===== src/goose_consts.svh =====
// Fixed screen geometry and floor texture rows, included by the renderer RTL and its testbench
`ifndef GOOSE_CONSTS_SVH
`define GOOSE_CONSTS_SVH

// Goose sprite box, top edge moves up with jump_pos
`define GOOSE_X        50
`define GOOSE_Y_BASE   200
`define GOOSE_W        30
`define GOOSE_H        40

// Obstacle box sits on the floor line
`define OBS_W          40
`define OBS_H          48
`define OBS_X_OFFSET   890

// Floor line and textured band below it
`define FLOOR_Y        240
`define FLOOR_TEX_ROWS 4

// Texture pattern, one row per scan line of the band, bit index is the scrolled column
`define FLOOR_TEX_ROW0 128'h0000_0000_0000_0000_0000_E000_0000_0000
`define FLOOR_TEX_ROW1 128'hFFFF_FFFF_FFFF_FFFF_FFFF_3E3F_FFFF_FFFF
`define FLOOR_TEX_ROW2 128'h0000_0000_0000_0000_0000_03E0_0000_0000
`define FLOOR_TEX_ROW3 128'h0080_0200_0360_4004_0000_0408_1002_0002

`endif

===== src/render_pkg.sv =====
// Shared pixel color type, goose part encoding and palette for the goose renderer
`default_nettype none

package render_pkg;

    // 2 bits per channel
    typedef struct packed {
        logic [1:0] r;
        logic [1:0] g;
        logic [1:0] b;
    } color_t;

    // Sprite parts in the order the classifier tests them
    typedef enum logic [2:0] {
        PART_NONE,
        PART_BODY,
        PART_NECK,
        PART_HEAD,
        PART_BEAK,
        PART_LEGS
    } goose_part_e;

    // Palette
    localparam color_t COLOR_BLACK = '{r: 2'd0, g: 2'd0, b: 2'd0};
    localparam color_t COLOR_RED   = '{r: 2'd3, g: 2'd0, b: 2'd0};
    localparam color_t COLOR_BODY  = '{r: 2'd2, g: 2'd2, b: 2'd1};
    localparam color_t COLOR_BEAK  = '{r: 2'd3, g: 2'd2, b: 2'd1};
    localparam color_t COLOR_GOLD  = '{r: 2'd3, g: 2'd2, b: 2'd0};
    localparam color_t COLOR_WHITE = '{r: 2'd3, g: 2'd3, b: 2'd3};
    localparam color_t COLOR_FLOOR = '{r: 2'd1, g: 2'd1, b: 2'd1};
    localparam color_t COLOR_SKY   = '{r: 2'd0, g: 2'd3, b: 2'd3};

endpackage

`default_nettype wire


===== src/layer_if.sv =====
// Per-pixel layer hits and sprite colors passed from the classifier to the compositor
`timescale 1ns/10ps
`default_nettype none

interface layer_if;

    logic                     pix_valid;
    logic                     sky_hit;
    logic                     floor_hit;
    logic                     tex_hit;
    render_pkg::goose_part_e  goose_part;
    render_pkg::color_t       goose_color;
    logic                     obstacle_hit;
    render_pkg::color_t       obstacle_color;

    // Classifier side
    modport src (
        output pix_valid, sky_hit, floor_hit, tex_hit,
        output goose_part, goose_color, obstacle_hit, obstacle_color
    );

    // Compositor side
    modport dst (
        input pix_valid, sky_hit, floor_hit, tex_hit,
        input goose_part, goose_color, obstacle_hit, obstacle_color
    );

endinterface

`default_nettype wire


===== src/goose_render_top.sv =====
// Goose game pixel renderer top, scan position in, RGB and collision out two clocks later
`timescale 1ns/10ps
`default_nettype none

module goose_render_top (
    input  wire         clk,
    input  wire         sys_rst,
    input  wire  [9:0]  haddr,
    input  wire  [9:0]  vaddr,
    input  wire  [10:0] scrolladdr,
    input  wire  [6:0]  jump_pos,
    input  wire         display_on,
    input  wire         obstacle_active,
    input  wire         game_start_blink,
    input  wire         game_over,
    output logic [1:0]  r,
    output logic [1:0]  g,
    output logic [1:0]  b,
    output logic        collision
);

    // Stage one to stage two
    logic       pos_valid;
    logic [4:0] goose_rel_x;
    logic [5:0] goose_rel_y;
    logic       goose_in_box;
    logic [5:0] obs_rel_x;
    logic [5:0] obs_rel_y;
    logic       obs_in_box;
    logic [1:0] tex_row;
    logic [6:0] tex_addr;
    logic       tex_band;
    logic       above_floor;
    logic       game_over_q;
    logic       start_blink_q;
    logic       obstacle_active_q;

    layer_if layers ();

    scan_position u_scan_position (
        .clk               (clk),
        .sys_rst           (sys_rst),
        .haddr             (haddr),
        .vaddr             (vaddr),
        .scrolladdr        (scrolladdr),
        .jump_pos          (jump_pos),
        .display_on        (display_on),
        .obstacle_active   (obstacle_active),
        .game_start_blink  (game_start_blink),
        .game_over         (game_over),
        .pos_valid         (pos_valid),
        .goose_rel_x       (goose_rel_x),
        .goose_rel_y       (goose_rel_y),
        .goose_in_box      (goose_in_box),
        .obs_rel_x         (obs_rel_x),
        .obs_rel_y         (obs_rel_y),
        .obs_in_box        (obs_in_box),
        .tex_row           (tex_row),
        .tex_addr          (tex_addr),
        .tex_band          (tex_band),
        .above_floor       (above_floor),
        .game_over_q       (game_over_q),
        .start_blink_q     (start_blink_q),
        .obstacle_active_q (obstacle_active_q)
    );

    layer_classify u_layer_classify (
        .clk               (clk),
        .sys_rst           (sys_rst),
        .pos_valid         (pos_valid),
        .goose_rel_x       (goose_rel_x),
        .goose_rel_y       (goose_rel_y),
        .goose_in_box      (goose_in_box),
        .obs_rel_x         (obs_rel_x),
        .obs_rel_y         (obs_rel_y),
        .obs_in_box        (obs_in_box),
        .tex_row           (tex_row),
        .tex_addr          (tex_addr),
        .tex_band          (tex_band),
        .above_floor       (above_floor),
        .game_over_q       (game_over_q),
        .start_blink_q     (start_blink_q),
        .obstacle_active_q (obstacle_active_q),
        .pix               (layers.src)
    );

    pixel_compositor u_pixel_compositor (
        .pix       (layers.dst),
        .r         (r),
        .g         (g),
        .b         (b),
        .collision (collision)
    );

endmodule

`default_nettype wire


===== src/pixel_compositor.sv =====
// Output stage, resolves layer priority into RGB and flags goose and obstacle overlap
`timescale 1ns/10ps
`default_nettype none

module pixel_compositor (
    layer_if.dst       pix,
    output logic [1:0] r,
    output logic [1:0] g,
    output logic [1:0] b,
    output logic       collision
);

    logic               goose_hit;
    render_pkg::color_t pixel;

    assign goose_hit = pix.goose_part != render_pkg::PART_NONE;

    // Goose over obstacle over texture over floor over sky
    always_comb begin
        if (!pix.pix_valid) begin
            pixel = render_pkg::COLOR_BLACK;
        end else if (goose_hit) begin
            pixel = pix.goose_color;
        end else if (pix.obstacle_hit) begin
            pixel = pix.obstacle_color;
        end else if (pix.tex_hit) begin
            pixel = render_pkg::COLOR_WHITE;
        end else if (pix.floor_hit) begin
            pixel = render_pkg::COLOR_FLOOR;
        end else if (pix.sky_hit) begin
            pixel = render_pkg::COLOR_SKY;
        end else begin
            pixel = render_pkg::COLOR_BLACK;
        end
    end

    assign r = pixel.r;
    assign g = pixel.g;
    assign b = pixel.b;

    // Hit flags are already cleared upstream for blanked pixels
    assign collision = goose_hit && pix.obstacle_hit;

    always_comb begin
        a_collision_valid: assert final (!collision || pix.pix_valid)
            else $error("collision raised on a blanked pixel");
    end

endmodule

`default_nettype wire


===== src/layer_classify.sv =====
// Second pipeline stage, classifies goose part, obstacle and background layers per pixel
`timescale 1ns/10ps
`default_nettype none
`include "goose_consts.svh"

module layer_classify (
    input  wire        clk,
    input  wire        sys_rst,
    input  wire        pos_valid,
    input  wire  [4:0] goose_rel_x,
    input  wire  [5:0] goose_rel_y,
    input  wire        goose_in_box,
    input  wire  [5:0] obs_rel_x,
    input  wire  [5:0] obs_rel_y,
    input  wire        obs_in_box,
    input  wire  [1:0] tex_row,
    input  wire  [6:0] tex_addr,
    input  wire        tex_band,
    input  wire        above_floor,
    input  wire        game_over_q,
    input  wire        start_blink_q,
    input  wire        obstacle_active_q,
    layer_if.src       pix
);

    logic                    tex_bit;
    render_pkg::goose_part_e part_next;
    render_pkg::color_t      goose_color_next;
    logic                    obs_next;
    logic                    obs_edge;

    floor_texture_rom u_tex_rom (
        .tex_row  (tex_row),
        .tex_addr (tex_addr),
        .tex_bit  (tex_bit)
    );

    // Box rules tested in order, the first match wins
    always_comb begin
        part_next = render_pkg::PART_NONE;
        if (goose_in_box && start_blink_q) begin
            if (goose_rel_y >= 6'd20 && goose_rel_y <= 6'd35 &&
                goose_rel_x >= 5'd5 && goose_rel_x <= 5'd25) begin
                part_next = render_pkg::PART_BODY;
            end else if (goose_rel_y >= 6'd10 && goose_rel_y <= 6'd19 &&
                         goose_rel_x >= 5'd18 && goose_rel_x <= 5'd22) begin
                part_next = render_pkg::PART_NECK;
            end else if (goose_rel_y >= 6'd5 && goose_rel_y <= 6'd9 &&
                         goose_rel_x >= 5'd18 && goose_rel_x <= 5'd26) begin
                part_next = render_pkg::PART_HEAD;
            end else if (goose_rel_y >= 6'd7 && goose_rel_y <= 6'd9 &&
                         goose_rel_x >= 5'd26 && goose_rel_x <= 5'd29) begin
                part_next = render_pkg::PART_BEAK;
            end else if (goose_rel_y >= 6'd36 && goose_rel_y <= 6'd39 &&
                         ((goose_rel_x >= 5'd10 && goose_rel_x <= 5'd12) ||
                          (goose_rel_x >= 5'd18 && goose_rel_x <= 5'd20))) begin
                part_next = render_pkg::PART_LEGS;
            end
        end
    end

    // Whole goose turns red on game over
    always_comb begin
        if (game_over_q) begin
            goose_color_next = render_pkg::COLOR_RED;
        end else begin
            case (part_next)
                render_pkg::PART_BODY: goose_color_next = render_pkg::COLOR_BODY;
                render_pkg::PART_BEAK: goose_color_next = render_pkg::COLOR_BEAK;
                default:               goose_color_next = render_pkg::COLOR_BLACK;
            endcase
        end
    end

    // One-pixel black frame around a gold field
    assign obs_next = pos_valid && obstacle_active_q && obs_in_box;
    assign obs_edge = (obs_rel_x == 6'd0) || (obs_rel_x == 6'(`OBS_W - 1)) ||
                      (obs_rel_y == 6'd0) || (obs_rel_y == 6'(`OBS_H - 1));

    always_ff @(posedge clk) begin
        if (sys_rst) begin
            pix.pix_valid    <= 1'b0;
            pix.sky_hit      <= 1'b0;
            pix.floor_hit    <= 1'b0;
            pix.tex_hit      <= 1'b0;
            pix.goose_part   <= render_pkg::PART_NONE;
            pix.obstacle_hit <= 1'b0;
        end else begin
            pix.pix_valid    <= pos_valid;
            pix.sky_hit      <= pos_valid && above_floor;
            pix.floor_hit    <= pos_valid && !above_floor;
            pix.tex_hit      <= pos_valid && tex_band && tex_bit;
            pix.goose_part   <= pos_valid ? part_next : render_pkg::PART_NONE;
            pix.obstacle_hit <= obs_next;
        end
    end

    always_ff @(posedge clk) begin
        pix.goose_color    <= goose_color_next;
        pix.obstacle_color <= obs_edge ? render_pkg::COLOR_BLACK : render_pkg::COLOR_GOLD;
    end

    // Blanked pixels never carry a goose part downstream
    a_no_part_when_blank: assert property (
        @(posedge clk) disable iff (sys_rst)
        !pix.pix_valid |-> pix.goose_part == render_pkg::PART_NONE
    ) else $error("goose part set on a blanked pixel");

endmodule

`default_nettype wire


===== src/floor_texture_rom.sv =====
// Floor texture pattern lookup, four rows of 128 bits read combinationally
`timescale 1ns/10ps
`default_nettype none
`include "goose_consts.svh"

module floor_texture_rom (
    input  wire  [1:0] tex_row,
    input  wire  [6:0] tex_addr,
    output logic       tex_bit
);

    logic [127:0] row_bits;

    // Pick the row for this scan line
    always_comb begin
        case (tex_row)
            2'd0: row_bits = `FLOOR_TEX_ROW0;
            2'd1: row_bits = `FLOOR_TEX_ROW1;
            2'd2: row_bits = `FLOOR_TEX_ROW2;
            default: row_bits = `FLOOR_TEX_ROW3;
        endcase
    end

    // Pattern repeats every 128 columns
    assign tex_bit = row_bits[tex_addr];

endmodule

`default_nettype wire


===== src/scan_position.sv =====
// First pipeline stage, registers the scan inputs with sprite offsets and texture address
`timescale 1ns/10ps
`default_nettype none
`include "goose_consts.svh"

module scan_position (
    input  wire         clk,
    input  wire         sys_rst,
    input  wire  [9:0]  haddr,
    input  wire  [9:0]  vaddr,
    input  wire  [10:0] scrolladdr,
    input  wire  [6:0]  jump_pos,
    input  wire         display_on,
    input  wire         obstacle_active,
    input  wire         game_start_blink,
    input  wire         game_over,
    output logic        pos_valid,
    output logic [4:0]  goose_rel_x,
    output logic [5:0]  goose_rel_y,
    output logic        goose_in_box,
    output logic [5:0]  obs_rel_x,
    output logic [5:0]  obs_rel_y,
    output logic        obs_in_box,
    output logic [1:0]  tex_row,
    output logic [6:0]  tex_addr,
    output logic        tex_band,
    output logic        above_floor,
    output logic        game_over_q,
    output logic        start_blink_q,
    output logic        obstacle_active_q
);

    logic [10:0] h_ext;
    logic [10:0] v_ext;
    logic [10:0] goose_top;
    logic [10:0] goose_dx;
    logic [10:0] goose_dy;
    logic [10:0] obs_left;
    logic [10:0] obs_dx;
    logic [10:0] obs_dy;
    logic [10:0] tex_dy;
    logic        goose_hit_box;
    logic        obs_hit_box;
    logic        in_band;

    assign h_ext = {1'b0, haddr};
    assign v_ext = {1'b0, vaddr};

    // Goose rises as jump_pos grows
    assign goose_top = 11'(`GOOSE_Y_BASE) - {4'd0, jump_pos};
    assign goose_dx  = h_ext - 11'(`GOOSE_X);
    assign goose_dy  = v_ext - goose_top;
    assign goose_hit_box = (h_ext >= 11'(`GOOSE_X)) &&
                           (h_ext < 11'(`GOOSE_X + `GOOSE_W)) &&
                           (v_ext >= goose_top) &&
                           (v_ext < goose_top + 11'(`GOOSE_H));

    // Left edge wraps mod 2048, right end is compared without wrap
    assign obs_left = 11'(`OBS_X_OFFSET) - scrolladdr;
    assign obs_dx   = h_ext - obs_left;
    assign obs_dy   = v_ext - 11'(`FLOOR_Y - `OBS_H);
    assign obs_hit_box = (h_ext >= obs_left) &&
                         ({1'b0, h_ext} < {1'b0, obs_left} + 12'(`OBS_W)) &&
                         (v_ext >= 11'(`FLOOR_Y - `OBS_H)) &&
                         (v_ext < 11'(`FLOOR_Y));

    // Textured rows just below the floor line
    assign tex_dy  = v_ext - 11'(`FLOOR_Y);
    assign in_band = (v_ext >= 11'(`FLOOR_Y)) &&
                     (v_ext < 11'(`FLOOR_Y + `FLOOR_TEX_ROWS));

    always_ff @(posedge clk) begin
        if (sys_rst) begin
            pos_valid         <= 1'b0;
            goose_in_box      <= 1'b0;
            obs_in_box        <= 1'b0;
            tex_band          <= 1'b0;
            game_over_q       <= 1'b0;
            start_blink_q     <= 1'b0;
            obstacle_active_q <= 1'b0;
        end else begin
            pos_valid         <= display_on;
            goose_in_box      <= goose_hit_box;
            obs_in_box        <= obs_hit_box;
            tex_band          <= in_band;
            game_over_q       <= game_over;
            start_blink_q     <= game_start_blink;
            obstacle_active_q <= obstacle_active;
        end
    end

    // Offsets only matter while the matching box flag is set
    always_ff @(posedge clk) begin
        goose_rel_x <= goose_dx[4:0];
        goose_rel_y <= goose_dy[5:0];
        obs_rel_x   <= obs_dx[5:0];
        obs_rel_y   <= obs_dy[5:0];
        tex_row     <= tex_dy[1:0];
        tex_addr    <= 7'(h_ext + scrolladdr);
        above_floor <= v_ext < 11'(`FLOOR_Y);
    end

    a_goose_rel_y_in_range: assert property (
        @(posedge clk) disable iff (sys_rst)
        goose_in_box |-> goose_rel_y < 6'(`GOOSE_H)
    ) else $error("goose_rel_y out of sprite box");

endmodule

`default_nettype wire


===== config.mk =====
export PLATFORM = sky130hd
export DESIGN_NAME = goose_render_top
export DESIGN_NICKNAME = d
export VERILOG_FILES = /design/src/render_pkg.sv /design/src/layer_if.sv /design/src/goose_render_top.sv /design/src/pixel_compositor.sv /design/src/layer_classify.sv /design/src/floor_texture_rom.sv /design/src/scan_position.sv
export VERILOG_INCLUDE_DIRS = /design/src /design/src/src
export SDC_FILE = /design/constraint.sdc
export NUM_CORES = 1
export LEC_CHECK = 0
export ABC_AREA = 0
export BUFFER_PORTS_ARGS = -buffer_cell sky130_fd_sc_hd__buf_2
export CAP_MARGIN = 20
export CORE_UTILIZATION = 58
export DETAILED_ROUTE_END_ITERATION = 6
export PLACE_DENSITY_LB_ADDON = 0.3
export SLEW_MARGIN = 30
export SYNTH_ARGS = -nofsm -noshare
export SYNTH_HDL_FRONTEND = slang
export SYNTH_SLANG_ARGS = --single-unit

===== constraint.sdc =====
create_clock -name clk -period 3.7 [get_ports clk]
set_input_delay 0.37 -clock clk [delete_from_list [all_inputs] [get_ports clk]]
set_output_delay 0.37 -clock clk [all_outputs]
set_load 0.02 [all_outputs]

==> results.cfg <==
[status]
outcome = complete, no violations

[clock_tree]
clock_latency_reported_for_the_late_side_of_the_worst_skew_pair_ns = 0.29
cts_repair_resize_count = 0
h-tree-depth = 2
cts_tree = done
number_of_setup_buffers_added_after_cts = 0
clk_root_buffer_cell = sky130_fd_sc_hd__clkbuf_8
cts-buffers-inserted = 5
cts_sinks = 49
clkTransAtPathRegs_ns = 0.09
cts-hold-fix-buffers = 0
clockBufferDepth = 2

[finish]
final_net_count = 580
mostFrequentLayoutCells = sky130_fd_sc_hd__buf_2 (50), sky130_fd_sc_hd__ha_1 (49), sky130_fd_sc_hd__dfxtp_1 (49), sky130_fd_sc_hd__inv_1 (41), sky130_fd_sc_hd__nor2_1 (31)
area.growth.synth_to_final_pct = 11.0
antenna_cells = 0
final.fill_count = 503
post_route_cells_drive_above_1_share_pct = 13.8
layout_commonest_cell = sky130_fd_sc_hd__buf_2

[sta]
timing.fmax_mhz = 361
final_period_minus_worst_setup_slack_ns = 2.77
timing.final.crit_share_pct = 74.9
post-route-worst-setup-slack_ns = 0.930
fin_hold_ws_ns = 0.190
finClkSkew_ns = 0.0123
timing.final.max_slew_violations = 0
finalSetupViolCount = 0
setup_repair_after_global_routing_missed_its_margin = no
tightest_slew_ns = 0.521
setup-tns-final_ns = 0
slew_headroom_pct = 65.0
hold_viol_final = 0

[synth]
synth.ff_latch_count = 49
asyncSetResetFlopFracSynth_pct = 0
synthMuxAreaShare_pct = 1.70
ys_warn_count = 0
synth_top_family_by_area = compound AO/OA/AOI/OAI gates
synth_compound_gate_area_share_pct = 19.6
postSynthCellCount = 433
syn_avg_cell_area_um2 = 8.50
yosys.cell_types.count = 65
post_synthesis_share_of_cell_area_spent_on_full_adders_half_adders_and_majority_gates_pct = 18.3
synthXorXnorAreaFrac_pct = 8.57
synth_nets = 529
mappedNetlistArea_mm2 = 0.00368
count_of_flip_flops_with_a_built_in_enable_after_synthesis = 0
post_synth_and_or_nand_nor_area_fraction_pct = 19.6
synthFlopType = sky130_fd_sc_hd__dfxtp_1
synth-seq-area-share_pct = 26.6

[routing]
vias_per_cell = 5.70
drc = 0
final_antenna_net_count = 0
routedWlPerCell_um = 13.8
routed_wirelength_um = 7700
detail_route.first_pass.iterations = 4
num_vias = 3190
detailedRoute.firstIterationViolations = 120

[place]
gp_congestion = 0.879
post_place_worst_slack_ns = 0.650
place.detailed.hpwl_um = 6300
port-buffer-count = 50

[floorplanning]
floorplan.initialDensity_pct = 61.1
die-area_mm2 = 0.00667
die_width_um = 81.7
design.core.area_mm2 = 0.00603
io-pin-count = 51
die_h_um = 81.7
core.rowCount = 28

[power]
power_density_mw_per_mm2 = 363
cell_leakage_power_nw = 1.87
power.ir.vdd_worst_mv = 0.272

[critical_path]
timing.critical_path.required_ns = 3.89
worstPathCellList = buf_2 -> ha_1 -> nor2_1 -> or3_1 -> xor2_1 -> inv_2 -> o31ai_1 -> a21boi_2 -> xor2_1 -> ha_1 -> o211ai_1 -> a21oi_1 -> a211oi_1 -> o2111a_1
critical_path_arrival_ns = 2.96
start_kind = input port
cpPeakStageDelay_ns = 0.36
timing.rr.start = u_scan_position.obs_rel_y[1]
crit_path_max_fanout = 7
timing_worst_setup_path_type = in2reg
critPathSlowestCell = sky130_fd_sc_hd__or3_1
r2r_end = u_layer_classify.pix.tex_hit
depth_of_the_worst_register_to_register_path = 7
end_kind = flop
worst-r2r-setup-slack_ns = 1.66

[global_routing]
vias_in_the_first_global_route = 3035
grt_usage_pct = 24.7
grt_max_degree = 16
grt.overflow.total = 0
grt_antenna_before_repair = 0
global_route_wire_length_before_repair_um = 12900

[min_path]
min_path_type = in2reg
hp-start = vaddr[0]
timing.hold.worst_path_depth = 1
hold_path_end = u_scan_position.obs_rel_y[0]

[flow_run]
timing.max_cap.violations = 0
[metal layers]
metal	share of wire, %	global-route usage (%)
met4	1.2	7.19
met1	45	31.1
met2	50	44.4
met5	0	0
met3	3.4	2.44
[layout make-up]
cell class / count / area [um^2] / share of cell area (%)
multi-input cells: 336 / 2490 / 61.0
flip-flops and latches: 49 / 981 / 24.0
repair buffers: 50 / 250 / 6.12
inverters: 42 / 158 / 3.86
well taps: 75 / 93.8 / 2.30
clock buffers: 6 / 72.6 / 1.78
clock inverters: 2 / 38.8 / 0.949
[cell usage after synthesis, types with 2 or more instances]
library cell                number  area share (%)
sky130_fd_sc_hd__a2111oi_0       3            0.71
sky130_fd_sc_hd__a211oi_1        5             1.0
sky130_fd_sc_hd__a21boi_0        5             1.0
sky130_fd_sc_hd__a21o_1          6             1.2
sky130_fd_sc_hd__a21oi_1        24             3.3
sky130_fd_sc_hd__a311oi_1        2            0.48
sky130_fd_sc_hd__a31oi_1         2            0.34
sky130_fd_sc_hd__a41oi_1         2            0.48
sky130_fd_sc_hd__and2_1          4            0.68
sky130_fd_sc_hd__buf_4           2            0.41
sky130_fd_sc_hd__dfxtp_1        49              27
sky130_fd_sc_hd__fa_1            3             1.6
sky130_fd_sc_hd__ha_1           49              17
sky130_fd_sc_hd__inv_1          41             4.2
sky130_fd_sc_hd__mux2_2          2            0.61
sky130_fd_sc_hd__mux2i_1         4             1.1
sky130_fd_sc_hd__nand2_1        25             2.5
sky130_fd_sc_hd__nand2b_1        7             1.2
sky130_fd_sc_hd__nand3_1         4            0.54
sky130_fd_sc_hd__nand3b_1        3            0.61
sky130_fd_sc_hd__nand4_1         3            0.51
sky130_fd_sc_hd__nor2_1         31             3.2
sky130_fd_sc_hd__nor2b_1        13             2.2
sky130_fd_sc_hd__nor3_1          9             1.2
sky130_fd_sc_hd__nor3b_1         5             1.0
sky130_fd_sc_hd__nor4_1          7             1.2
sky130_fd_sc_hd__nor4b_1         3            0.71
sky130_fd_sc_hd__o211ai_1        6             1.2
sky130_fd_sc_hd__o21a_1          3            0.61
sky130_fd_sc_hd__o21ai_0        23             3.1
sky130_fd_sc_hd__o21ai_1         2            0.27
sky130_fd_sc_hd__o21bai_1        3            0.61
sky130_fd_sc_hd__o22ai_1         3            0.51
sky130_fd_sc_hd__o311ai_0        2            0.48
sky130_fd_sc_hd__o31ai_1         2            0.41
sky130_fd_sc_hd__o32a_1          2            0.54
sky130_fd_sc_hd__or3_1           9             1.5
sky130_fd_sc_hd__or4_1           4            0.82
sky130_fd_sc_hd__xnor2_1        20             4.8
sky130_fd_sc_hd__xor2_1         16             3.8
[worst max path at each step]
stage | endpoint | start | cells past startpoint | slack, ns
2_1_floorplan | u_scan_position.obs_in_box | scrolladdr[0] | 13 | 1.02
3_3_place_gp | u_scan_position.obs_in_box | scrolladdr[0] | 14 | 0.74
3_5_place_dp | u_scan_position.obs_in_box | scrolladdr[0] | 14 | 0.65
4_1_cts | u_scan_position.obs_in_box | scrolladdr[0] | 14 | 0.95
5_1_grt | u_scan_position.obs_in_box | scrolladdr[0] | 14 | 0.74
6_report | u_scan_position.obs_in_box | scrolladdr[0] | 14 | 0.93
[sequential cells by signal, indices dropped and copies added (netlist names), 3 cells and up]
signal / flops
u_scan_position.tex_addr: 7
u_scan_position.obs_rel_y: 6
u_scan_position.goose_rel_y: 6
u_layer_classify.pix.goose_color: 3
u_scan_position.obs_rel_x: 5
u_layer_classify.pix.goose_part: 3
u_scan_position.goose_rel_x: 5
[critical path, delay by kind of cell]
family	cells	cell delay, ns
AO/OA/AOI/OAI	6	0.91
AND/OR/NAND/NOR	2	0.45
XOR/XNOR	2	0.44
buffers and inverters	2	0.25
adder cells (fa/ha/maj)	2	0.54
[through the flow]
stage                     total power [mW]  cells  area [um^2]  util [%]
after CTS                             1.48    560         4090      67.8
final                                 1.48    560         4090      67.8
after global placement                1.10    552         3980      66.0
after floorplan                      0.998    433         3680         -
after global routing                  1.58    560         4090      67.8
after detailed placement              1.12    552         3980      66.0
[cell families after synthesis]
kind of cell | count (synthesis)
xor+xnor | 36
compound gates | 107
fa+ha+maj | 52
mux | 6
buf+inv | 48
simple gates | 135
flops | 49
[where the power goes]
group / internal, mW / switching (mW) / leakage (nW)
clock: 0.203 / 0.167 / 0.0554
sequential: 0.590 / 0.0667 / 0.408
combinational: 0.212 / 0.245 / 1.41
Note: power is estimated with default switching activity, not from simulation.
